File: src/arch_reg_pkg.sv
// Sizes of the architectural integer register file.
// Referenced by scoped name from the rename stage modules.

`default_nettype none

package arch_reg_pkg;

  // Integer registers visible to software
  localparam int ARF_SIZE = 8;

  // Bits needed to name one architectural register
  localparam int ARF_INDEX_SIZE = $clog2(ARF_SIZE);

endpackage

`default_nettype wire

File: src/phys_reg_pkg.sv
// Physical register file sizes and the per-cycle widths of the rename stage.
// Referenced by scoped name from the free list, the map and the top level.

`default_nettype none

package phys_reg_pkg;

  // Physical registers behind the rename map
  localparam int PRF_SIZE = 16;
  localparam int PRF_INDEX_SIZE = $clog2(PRF_SIZE);

  // Instructions renamed and committed per cycle
  localparam int RENAME_WIDTH = 2;
  localparam int COMMIT_WIDTH = 2;

  // Free count must hold PRF_SIZE itself
  localparam int FREE_COUNT_SIZE = $clog2(PRF_SIZE + 1);

endpackage

`default_nettype wire

File: src/free_list.sv
// Free list of physical registers for the rename stage.
// A ring with a speculative head for renames, a committed head for retirement
// and a tail for freed registers. Recover rolls the speculative head back.

`timescale 1ns/1ps
`default_nettype none

module free_list (
  input  logic clock,
  input  logic reset,
  input  logic recover,
  input  logic [phys_reg_pkg::RENAME_WIDTH-1:0] prf_req,
  input  logic [phys_reg_pkg::COMMIT_WIDTH-1:0] retire_valid,
  input  logic [phys_reg_pkg::COMMIT_WIDTH-1:0] pre_prf_valid,
  input  logic [phys_reg_pkg::COMMIT_WIDTH-1:0][phys_reg_pkg::PRF_INDEX_SIZE-1:0] pre_prf,
  output logic [phys_reg_pkg::RENAME_WIDTH-1:0][phys_reg_pkg::PRF_INDEX_SIZE-1:0] prf_out,
  output logic allocatable
);

  logic [phys_reg_pkg::PRF_INDEX_SIZE-1:0] ring [phys_reg_pkg::PRF_SIZE];

  logic [phys_reg_pkg::PRF_INDEX_SIZE-1:0] spec_head;
  logic [phys_reg_pkg::PRF_INDEX_SIZE-1:0] commit_head;
  logic [phys_reg_pkg::PRF_INDEX_SIZE-1:0] tail;
  logic [phys_reg_pkg::FREE_COUNT_SIZE-1:0] free_count;

  logic [phys_reg_pkg::PRF_INDEX_SIZE-1:0] commit_head_next;
  logic [phys_reg_pkg::PRF_INDEX_SIZE-1:0] tail_next;

  // Ring slot read by each rename lane, written by each commit lane
  logic [phys_reg_pkg::RENAME_WIDTH-1:0][phys_reg_pkg::PRF_INDEX_SIZE-1:0] alloc_ptr;
  logic [phys_reg_pkg::COMMIT_WIDTH-1:0][phys_reg_pkg::PRF_INDEX_SIZE-1:0] release_ptr;

  logic [phys_reg_pkg::FREE_COUNT_SIZE-1:0] alloc_num;
  logic [phys_reg_pkg::FREE_COUNT_SIZE-1:0] retire_num;
  logic [phys_reg_pkg::FREE_COUNT_SIZE-1:0] release_num;

  assign allocatable = (free_count >= phys_reg_pkg::RENAME_WIDTH);

  // Requesting lanes take consecutive entries in lane order
  always_comb begin
    alloc_num = '0;
    for (int i = 0; i < phys_reg_pkg::RENAME_WIDTH; i++) begin
      alloc_ptr[i] = spec_head + alloc_num[phys_reg_pkg::PRF_INDEX_SIZE-1:0];
      prf_out[i]   = ring[alloc_ptr[i]];
      if (prf_req[i]) begin
        alloc_num = alloc_num + 1'b1;
      end
    end
    if (!allocatable) begin
      alloc_num = '0;
    end
  end

  always_comb begin
    retire_num  = '0;
    release_num = '0;
    for (int i = 0; i < phys_reg_pkg::COMMIT_WIDTH; i++) begin
      release_ptr[i] = tail + release_num[phys_reg_pkg::PRF_INDEX_SIZE-1:0];
      if (pre_prf_valid[i]) begin
        release_num = release_num + 1'b1;
      end
      if (retire_valid[i]) begin
        retire_num = retire_num + 1'b1;
      end
    end
    commit_head_next = commit_head + retire_num[phys_reg_pkg::PRF_INDEX_SIZE-1:0];
    tail_next        = tail + release_num[phys_reg_pkg::PRF_INDEX_SIZE-1:0];
  end

  always_ff @(posedge clock) begin
    if (reset) begin
      // Physical 0 stays mapped, 1 to 15 start free
      for (int i = 0; i < phys_reg_pkg::PRF_SIZE; i++) begin
        ring[i] <= i[phys_reg_pkg::PRF_INDEX_SIZE-1:0] + 1'b1;
      end
      spec_head   <= '0;
      commit_head <= '0;
      tail        <= '1;
      free_count  <= {1'b0, {phys_reg_pkg::PRF_INDEX_SIZE{1'b1}}};
    end else begin
      for (int i = 0; i < phys_reg_pkg::COMMIT_WIDTH; i++) begin
        if (pre_prf_valid[i]) begin
          ring[release_ptr[i]] <= pre_prf[i];
        end
      end
      commit_head <= commit_head_next;
      tail        <= tail_next;
      if (recover) begin
        // Everything between the committed head and the tail is free again
        spec_head  <= commit_head_next;
        free_count <= {1'b0, tail_next - commit_head_next};
      end else begin
        spec_head  <= spec_head + alloc_num[phys_reg_pkg::PRF_INDEX_SIZE-1:0];
        free_count <= free_count - alloc_num + release_num;
      end
    end
  end

endmodule

`default_nettype wire

File: src/mapping_table.sv
// Speculative and retired register alias tables of the rename stage.
// Renames a group in lane order so later lanes see earlier destinations,
// and tracks retirement so a recover can restore the committed map.

`timescale 1ns/1ps
`default_nettype none

module mapping_table (
  input  logic clock,
  input  logic reset,
  input  logic recover,

  input  logic [phys_reg_pkg::RENAME_WIDTH-1:0] rd_valid,
  input  logic [phys_reg_pkg::RENAME_WIDTH-1:0][arch_reg_pkg::ARF_INDEX_SIZE-1:0] rs1,
  input  logic [phys_reg_pkg::RENAME_WIDTH-1:0][arch_reg_pkg::ARF_INDEX_SIZE-1:0] rs2,
  input  logic [phys_reg_pkg::RENAME_WIDTH-1:0][arch_reg_pkg::ARF_INDEX_SIZE-1:0] rd,

  input  logic [phys_reg_pkg::COMMIT_WIDTH-1:0] retire_valid,
  input  logic [phys_reg_pkg::COMMIT_WIDTH-1:0][phys_reg_pkg::PRF_INDEX_SIZE-1:0] retire_prf,
  input  logic [phys_reg_pkg::COMMIT_WIDTH-1:0][arch_reg_pkg::ARF_INDEX_SIZE-1:0] retire_arf,

  input  logic [phys_reg_pkg::RENAME_WIDTH-1:0][phys_reg_pkg::PRF_INDEX_SIZE-1:0] prf_out,
  input  logic allocatable,

  output logic [phys_reg_pkg::RENAME_WIDTH-1:0][phys_reg_pkg::PRF_INDEX_SIZE-1:0] prs1,
  output logic [phys_reg_pkg::RENAME_WIDTH-1:0][phys_reg_pkg::PRF_INDEX_SIZE-1:0] prs2,
  output logic [phys_reg_pkg::RENAME_WIDTH-1:0][phys_reg_pkg::PRF_INDEX_SIZE-1:0] prd,
  output logic [phys_reg_pkg::RENAME_WIDTH-1:0][phys_reg_pkg::PRF_INDEX_SIZE-1:0] prev_rd,
  output logic [phys_reg_pkg::RENAME_WIDTH-1:0] prev_rd_valid
);

  // Speculative map, updated by renames
  logic [phys_reg_pkg::PRF_INDEX_SIZE-1:0] spec_map      [arch_reg_pkg::ARF_SIZE];
  logic [phys_reg_pkg::PRF_INDEX_SIZE-1:0] spec_map_next [arch_reg_pkg::ARF_SIZE];
  logic [arch_reg_pkg::ARF_SIZE-1:0]       spec_valid;
  logic [arch_reg_pkg::ARF_SIZE-1:0]       spec_valid_next;

  // Retired map, updated by commits
  logic [phys_reg_pkg::PRF_INDEX_SIZE-1:0] ret_map       [arch_reg_pkg::ARF_SIZE];
  logic [phys_reg_pkg::PRF_INDEX_SIZE-1:0] ret_map_next  [arch_reg_pkg::ARF_SIZE];
  logic [arch_reg_pkg::ARF_SIZE-1:0]       ret_valid;
  logic [arch_reg_pkg::ARF_SIZE-1:0]       ret_valid_next;

  always_comb begin
    ret_map_next   = ret_map;
    ret_valid_next = ret_valid;
    for (int i = 0; i < phys_reg_pkg::COMMIT_WIDTH; i++) begin
      if (retire_valid[i]) begin
        ret_map_next[retire_arf[i]]   = retire_prf[i];
        ret_valid_next[retire_arf[i]] = 1'b1;
      end
    end
  end

  // Walk the group in lane order, reading the map as updated so far
  always_comb begin
    spec_map_next   = spec_map;
    spec_valid_next = spec_valid;
    prs1            = '0;
    prs2            = '0;
    prd             = '0;
    prev_rd         = '0;
    prev_rd_valid   = '0;
    if (allocatable) begin
      for (int i = 0; i < phys_reg_pkg::RENAME_WIDTH; i++) begin
        if (rs1[i] != '0) begin
          prs1[i] = spec_map_next[rs1[i]];
        end
        if (rs2[i] != '0) begin
          prs2[i] = spec_map_next[rs2[i]];
        end
        if (rd_valid[i]) begin
          // Old mapping goes to commit so it can be freed there
          prev_rd[i]            = spec_map_next[rd[i]];
          prev_rd_valid[i]      = spec_valid_next[rd[i]];
          prd[i]                = prf_out[i];
          spec_map_next[rd[i]]  = prf_out[i];
          spec_valid_next[rd[i]] = 1'b1;
        end
      end
    end
  end

  always_ff @(posedge clock) begin
    if (reset) begin
      for (int i = 0; i < arch_reg_pkg::ARF_SIZE; i++) begin
        spec_map[i] <= '0;
        ret_map[i]  <= '0;
      end
      spec_valid <= {{(arch_reg_pkg::ARF_SIZE-1){1'b0}}, 1'b1};
      ret_valid  <= {{(arch_reg_pkg::ARF_SIZE-1){1'b0}}, 1'b1};
    end else begin
      ret_map   <= ret_map_next;
      ret_valid <= ret_valid_next;
      if (recover) begin
        // Same-cycle retirements are included, renames are dropped
        spec_map   <= ret_map_next;
        spec_valid <= ret_valid_next;
      end else begin
        spec_map   <= spec_map_next;
        spec_valid <= spec_valid_next;
      end
    end
  end

endmodule

`default_nettype wire

File: src/rename_unit.sv
// Register rename stage of the integer core.
// Connects the alias tables to the free list. allocatable is the stage's
// own stall, and the front end holds its group while it is low.

`timescale 1ns/1ps
`default_nettype none

module rename_unit (
  input  logic clock,
  input  logic reset,
  input  logic recover,

  input  logic [phys_reg_pkg::RENAME_WIDTH-1:0] rd_valid,
  input  logic [phys_reg_pkg::RENAME_WIDTH-1:0][arch_reg_pkg::ARF_INDEX_SIZE-1:0] rs1,
  input  logic [phys_reg_pkg::RENAME_WIDTH-1:0][arch_reg_pkg::ARF_INDEX_SIZE-1:0] rs2,
  input  logic [phys_reg_pkg::RENAME_WIDTH-1:0][arch_reg_pkg::ARF_INDEX_SIZE-1:0] rd,

  input  logic [phys_reg_pkg::COMMIT_WIDTH-1:0] pre_prf_valid,
  input  logic [phys_reg_pkg::COMMIT_WIDTH-1:0][phys_reg_pkg::PRF_INDEX_SIZE-1:0] pre_prf,

  input  logic [phys_reg_pkg::COMMIT_WIDTH-1:0] retire_valid,
  input  logic [phys_reg_pkg::COMMIT_WIDTH-1:0][phys_reg_pkg::PRF_INDEX_SIZE-1:0] retire_prf,
  input  logic [phys_reg_pkg::COMMIT_WIDTH-1:0][arch_reg_pkg::ARF_INDEX_SIZE-1:0] retire_arf,

  output logic [phys_reg_pkg::RENAME_WIDTH-1:0][phys_reg_pkg::PRF_INDEX_SIZE-1:0] prs1,
  output logic [phys_reg_pkg::RENAME_WIDTH-1:0][phys_reg_pkg::PRF_INDEX_SIZE-1:0] prs2,
  output logic [phys_reg_pkg::RENAME_WIDTH-1:0][phys_reg_pkg::PRF_INDEX_SIZE-1:0] prd,
  output logic [phys_reg_pkg::RENAME_WIDTH-1:0][phys_reg_pkg::PRF_INDEX_SIZE-1:0] prev_rd,
  output logic [phys_reg_pkg::RENAME_WIDTH-1:0] prev_rd_valid,
  output logic allocatable
);

  // Next free register for each lane, packed in lane order
  logic [phys_reg_pkg::RENAME_WIDTH-1:0][phys_reg_pkg::PRF_INDEX_SIZE-1:0] prf_out;

  mapping_table u_mapping_table (
    .clock         (clock),
    .reset         (reset),
    .recover       (recover),
    .rd_valid      (rd_valid),
    .rs1           (rs1),
    .rs2           (rs2),
    .rd            (rd),
    .retire_valid  (retire_valid),
    .retire_prf    (retire_prf),
    .retire_arf    (retire_arf),
    .prf_out       (prf_out),
    .allocatable   (allocatable),
    .prs1          (prs1),
    .prs2          (prs2),
    .prd           (prd),
    .prev_rd       (prev_rd),
    .prev_rd_valid (prev_rd_valid)
  );

  free_list u_free_list (
    .clock         (clock),
    .reset         (reset),
    .recover       (recover),
    .prf_req       (rd_valid),
    .retire_valid  (retire_valid),
    .pre_prf_valid (pre_prf_valid),
    .pre_prf       (pre_prf),
    .prf_out       (prf_out),
    .allocatable   (allocatable)
  );

endmodule

`default_nettype wire

File: config.mk
export PLATFORM = sky130hd
export DESIGN_NAME = rename_unit
export DESIGN_NICKNAME = d
export VERILOG_FILES = /design/src/arch_reg_pkg.sv /design/src/phys_reg_pkg.sv /design/src/free_list.sv /design/src/mapping_table.sv /design/src/rename_unit.sv
export SDC_FILE = /design/constraint.sdc
export NUM_CORES = 1
export LEC_CHECK = 0
export ABC_CLOCK_PERIOD_IN_PS = 5100
export BUFFER_PORTS_ARGS = -buffer_cell sky130_fd_sc_hd__clkbuf_2
export CAP_MARGIN = 20
export CORE_MARGIN = 5
export CORE_UTILIZATION = 25
export DETAILED_ROUTE_END_ITERATION = 8
export GPL_TIMING_DRIVEN = 0
export PLACE_DENSITY = 0.49
export SYNTH_ARGS = -nofsm -noshare
export SYNTH_HDL_FRONTEND = slang
export SYNTH_SLANG_ARGS = --single-unit
File: constraint.sdc
create_clock -name clock -period 5.1 [get_ports clock]
set_input_delay 0.51 -clock clock [delete_from_list [all_inputs] [get_ports clock]]
set_output_delay 0.51 -clock clock [all_outputs]
set_load 0.005 [all_outputs]
==> results.tsv, run 1 <==
metric	value	unit
outcome	complete, no violations	
CP endpoint kind	flip-flop	
pin count of the biggest net entering global routing	17	
first-iteration detailed-routing DRC count	1024	
IO Port Bufs	61	
post-synthesis cell type count	83	
Post-DP HPWL	39100	µm
Die Ht	229	µm
ys flop type	dfxtp_1	
Final nets	1587	
DR vias/cell	5.62	
routed wire length	50500	µm
die footprint	52500	µm²
die width	229	µm
Switching Share	40.9	%
Syn Nets	1504	
GP Congestion	1.01	
I/O pin total	84	
Async S/R FF share, synth	0	%
Critical-path top delay cell	buf_1	
later-pin clock latency in the skew report	440	ps
largest area contributor in the netlist	dfxtp_1	
wire per inst	23.6	µm
RSZ-0062 raised after global routing	false	
CP Data Arrival Time	4900	ps
first-pass GRT wire length	74500	µm
max layer used	met4	
hold_buf cts	0	
gr ovfl total	0	
Post-synth EDFFs	64	
Critical Path RT	5430	ps
routed wl met3	3410	µm
Static Leak	0.00486	µW
Peak supply drop	0.276	mV
synthesized flop and latch total	161	
Post-CTS Setup Bufs	0	
slowest cell delay on critical path	820	ps
Peak Freq	219	MHz
area grow syn2layout	14.0	%
Initial Util	25.2	%
P_int	2890	µW
PostCTS Resize Cnt	0	
count leader, synth	nor2_1	
Clock Path Buffers	2	
worst rel slew slack	30.8	%
Startpoint Class	flip-flop	
met2 WL	23900	µm
combinational share of power	40.2	%
clock share of power	26.2	%
YS warnings	0	
Setup Skew	13.8	ps
Buf/Inv on CP	6	
total CTS buffers	17	
FILL cells	5169	
CORE AREA	47600	µm²
H-tree depth	4	
Slew @ Worst Pin	1030	ps
post-synthesis sequential area ratio	32.2	%
Post-synth top cells	nor2_1, nand2_1, a21oi_1	
Tcrit/Tclk final	89.7	%
final setup TNS	0	ps
CP cell instances	inv_1 -> ha_1 -> nand2b_1 -> o311a_1 -> clkinv_1 -> clkbuf_1 -> buf_1 -> nand2_1 -> inv_1 -> fa_1 -> inv_1 -> ha_1 -> a21o_1 -> a21oi_1 -> xnor2_1 -> nor2_1 -> a211o_1	
CTS sink count	161	
FP Rows	80	
Hold Fails Final Rpt	0	
crit-path leading delay family	buffers and inverters	
Clk pin slew, worst setup/hold paths	70	ps
ANT nets after route	0	
wl on met1	21300	µm
PD cells	357	nW/µm²
Cells after Synth	1425	
number of max-cap violations	0	
fin. max-slew vios	0	
final setup vio count	0	
P_sw	2000	µW
vias in the first global route	11641	
DR DRC count	0	
crit path max fanout	10	
minimum clock period	4570	ps
Avg Synthesized Cell Area	8.43	µm²
Cell Area, Synth	12000	µm²
sequential share of power	33.7	%
CTS tree	built	
Initial DRT Pass Iterations	6	
Top cell by count, worst path	inv_1	
Vias	12017	
initial antenna violation count	0	
Final Power	4890	µW
CTS Root Cell	clkbuf_16	
worst hold path class	in2reg	
Area contributors post-synth	dfxtp_1, edfxtp_1, mux4_2	
area fraction of the dominant cell type after synthesis	16.2	%
layout cells sized above 1	13.9	%
Tot GR Track Use	18.6	%
critical setup path kind	reg2reg	
tightest hold or removal path, delay by kind of cell:
family                 cells  cell delay [ps]
buffers and inverters      1              100
AND/OR/NAND/NOR            1               50
AO/OA/AOI/OAI              1              100
routing by layer:
metal	global-route usage, %	vias to the layer above
li1	-	5462
met4	6.46	0
met1	24.5	5873
met2	31.2	561
met5	0	-
met3	2.84	121
cells by family after synthesis:
kind of cell	synth area share, %
AND/OR/NAND/NOR	22.1
AO/OA/AOI/OAI	20.3
flip-flops	32.2
buffers and inverters	5.24
multiplexers	15.5
adder cells (fa/ha/maj)	3.50
XOR/XNOR	1.16
state kept, by name, summed over array words and instances (netlist names):
signal	flops
u_free_list.free_count	5
u_mapping_table.spec_map	32
u_mapping_table.ret_map	32
u_free_list.spec_head	4
u_free_list.commit_head	4
u_free_list.ring	64
u_free_list.tail	4
u_mapping_table.spec_valid	8
u_mapping_table.ret_valid	8
path summary, 6_finish.rpt:
| path | to | cells past startpoint | slack [ps] | start |
|---|---|---|---|---|
| setup / recovery | u_free_list.free_count[3] | 17 | 530 | u_free_list.free_count[3] |
| hold / removal | u_free_list.ring[14][1] | 3 | 440 | pre_prf[1] |
| setup reg to reg | u_free_list.free_count[3] | 17 | 530 | u_free_list.free_count[3] |
| hold reg to reg | u_mapping_table.ret_valid[0] | 1 | 460 | u_mapping_table.ret_valid[0] |
power groups by stage:
| stage | Clock (µW) | Combinational [µW] | Sequential (µW) |
|---|---|---|---|
| 2_1_floorplan | 0 | 1330 | 1560 |
| 3_3_place_gp | 0 | 1920 | 1660 |
| 3_5_place_dp | 0 | 1940 | 1670 |
| 4_1_cts | 1290 | 1950 | 1640 |
| 5_1_grt | 1350 | 2140 | 1650 |
| 6_report | 1280 | 1970 | 1650 |
layout make-up:
cell class              instances  area [µm²]  share of cell area (%)
plain buffers                 116         483                    3.53
diodes                          1        2.50                  0.0183
repair buffers                 64         325                    2.38
flip-flops and latches        161        3860                    28.2
clock buffers                  19         464                    3.39
well taps                     615         769                    5.62
multi-input cells            1109        7520                    54.9
inverters                      39         146                    1.07
clock inverters                13         116                   0.850
cells in the final DEF, fill, tap and decap left out, drive strengths merged, types with 7 or more instances in the layout:
master,synthesis,layout
a211o,7,7
o2111ai,8,8
a31oi,23,23
a2111oi,14,14
nor2b,26,26
nor3,75,75
o22ai,7,7
nand4b,9,9
a21oi,116,116
a22oi,11,11
nand2,118,118
inv,35,42
clkinv,4,8
buf,26,27
o211ai,17,17
dfxtp,97,97
mux4,45,45
edfxtp,64,64
nand3,42,42
ha,24,24
clkbuf,90,172
nand2b,18,18
nor2,203,203
o21ai,97,97
mux2,28,28
and3,7,7
nand4,7,7
a211oi,23,23
xnor2,9,9
mux2i,52,52
per-stage QoR:
stage / setup WS [ps] / util (%) / hold WS [ps] / cells / cell area, µm²
after floorplan: 1680 / - / 410 / 1425 / 12000
after CTS: 624 / 28.7 / 426 / 2134 / 13700
final: 528 / 28.7 / 442 / 2137 / 13700
after detailed placement: 675 / 27.5 / 445 / 2102 / 13100
after global routing: 296 / 28.7 / 460 / 2136 / 13700
after global placement: 706 / 27.5 / 441 / 2101 / 13100
No activity file was read; power rests on OpenSTA's default activity.
==> inputs of run 2 (changes only) <==
- CORE_MARGIN: 5 -> 1
- TNS_END_PERCENT: not set -> 10
==> results.tsv, run 2 (same netlist as run 1, synthesis figures left out) <==
metric	value	unit
critical setup path kind	reg2reg	
Static Leak	0.00487	µW
Regs by FF count	u_free_list.ring x64, u_mapping_table.ret_map x32, u_mapping_table.spec_map x32	
hold_sp	pre_prf[1]	
Largest Register	u_free_list.ring	
Reg2Reg Launch Point	u_free_list.free_count[3]	
Clock Path Buffers	2	
fin. max-slew vios	0	
PostCTS Resize Cnt	0	
number of max-cap violations	0	
combinational share of power	40.0	%
worst hold path class	in2reg	
P_int	2980	µW
initial antenna violation count	1	
worst rel slew slack	23.2	%
RSZ-0062 raised after global routing	false	
IO Port Bufs	61	
Peak supply drop	0.259	mV
Post-CTS Setup Bufs	0	
wire per inst	23.8	µm
CP endpoint kind	flip-flop	
sequential share of power	33.4	%
DP Cell Count	2093	
hold_buf cts	0	
DR vias/cell	5.69	
routed wire length	50600	µm
CP Data Arrival Time	4870	ps
ANT nets after route	0	
DR DRC count	0	
PD cells	361	nW/µm²
Slew @ Worst Pin	1140	ps
outcome	complete, no violations	
FILL cells	5041	
final setup TNS	0	ps
Die Ht	221	µm
CORE AREA	47000	µm²
later-pin clock latency in the skew report	440	ps
Initial Util	25.6	%
Setup Skew	11.7	ps
CTS Root Cell	clkbuf_16	
CTS tree	built	
clock share of power	26.6	%
crit path max fanout	10	
Switching Share	39.7	%
fin cells	2125	
H-tree depth	4	
Clk pin slew, worst setup/hold paths	70	ps
final setup vio count	0	
FP Rows	79	
Startpoint Class	flip-flop	
gr ovfl total	0	
most common cell after layout, fill and taps aside	nor2_1	
crit path launch	u_free_list.free_count[3]	
layout cells sized above 1	13.8	%
max reg flops	64	
minimum clock period	4540	ps
die footprint	48900	µm²
I/O pin total	84	
Critical Path RT	5420	ps
first-iteration detailed-routing DRC count	1328	
area grow syn2layout	13.9	%
Tcrit/Tclk final	89.1	%
pin count of the biggest net entering global routing	17	
Hold WS	448	ps
Initial DRT Pass Iterations	5	
Hold Fails Final Rpt	0	
Vias	12081	
Final nets	1586	
Peak Freq	220	MHz
P_sw	1960	µW
Tot GR Track Use	20.4	%
Post-DP HPWL	38900	µm
die width	221	µm
first-pass GRT wire length	74200	µm
CTS sink count	161	
ant diodes	0	
vias in the first global route	11392	
GP Congestion	0.997	
commonest non-fill, non-tap cells in the layout	nor2_1, nand2_1, a21oi_1	
total CTS buffers	17	
[run 2: changes by cell type in the layout (fill, tap and decap cells not counted), sizes merged]
| cell | change |
|---|---|
| clkinvlp | -2 |
| clkinv | -1 |
| diode | -1 |
| clkbuf | +4 |
| inv | -5 |
| bufinv | +1 |
[run 2: worst max-delay path, cell delays in order (launching register included)]
cell	delay [ps]
dfxtp_1	300
inv_1	130
ha_1	170
nand2b_1	50
o311a_1	400
clkinv_1	200
clkbuf_1	400
buf_1	770
nand2_1	230
inv_1	170
fa_1	440
inv_1	110
ha_1	240
a21o_1	160
a21oi_1	170
xnor2_1	160
nor2_1	60
a211o_1	280
[run 2: power groups by stage]
stage	Combinational, µW	Sequential (µW)	Clock, µW
6_report	1980	1650	1320
2_1_floorplan	1330	1560	0
3_5_place_dp	1950	1670	0
3_3_place_gp	1940	1660	0
4_1_cts	1960	1640	1330
5_1_grt	2150	1650	1380
[run 2: per-stage QoR]
stage          cell area, µm²  setup WS (ps)  util (%)  power (µW)
2_1_floorplan           12000           1680         -        2900
3_3_place_gp            13100            667      27.9        3610
3_5_place_dp            13100            628      27.9        3620
4_1_cts                 13700            640      29.1        4930
5_1_grt                 13700            394      29.1        5180
6_report                13700            557      29.1        4940
[run 2: cell type report]
type | instances | area [µm²] | share of cell area [%]
Clock buffer | 24 | 527 | 3.85
Clock inverter | 6 | 67.6 | 0.494
Timing Repair Buffer | 63 | 315 | 2.30
Inverter | 39 | 146 | 1.07
Sequential cell | 161 | 3860 | 28.2
Buffer | 116 | 483 | 3.53
Tap cell | 607 | 759 | 5.55
Multi-Input combinational cell | 1109 | 7520 | 55.0
[run 2: per-layer routing]
| metal | track usage (%) | up-vias | part of all wire [%] |
|---|---|---|---|
| li1 | - | 5471 | - |
| met3 | 2.88 | 107 | 7.2 |
| met2 | 34.1 | 622 | 48 |
| met4 | 7.20 | 2 | 3.3 |
| met5 | 0 | - | 0.036 |
| met1 | 26.7 | 5879 | 42 |
[run 2: path summary, 6_finish.rpt]
check,endpoint,slack [ps],cells after the start
min reg2reg,u_mapping_table.ret_valid[0],460,1
max reg2reg,u_free_list.free_count[3],560,17
max,u_free_list.free_count[3],560,17
min,u_free_list.ring[14][1],450,3
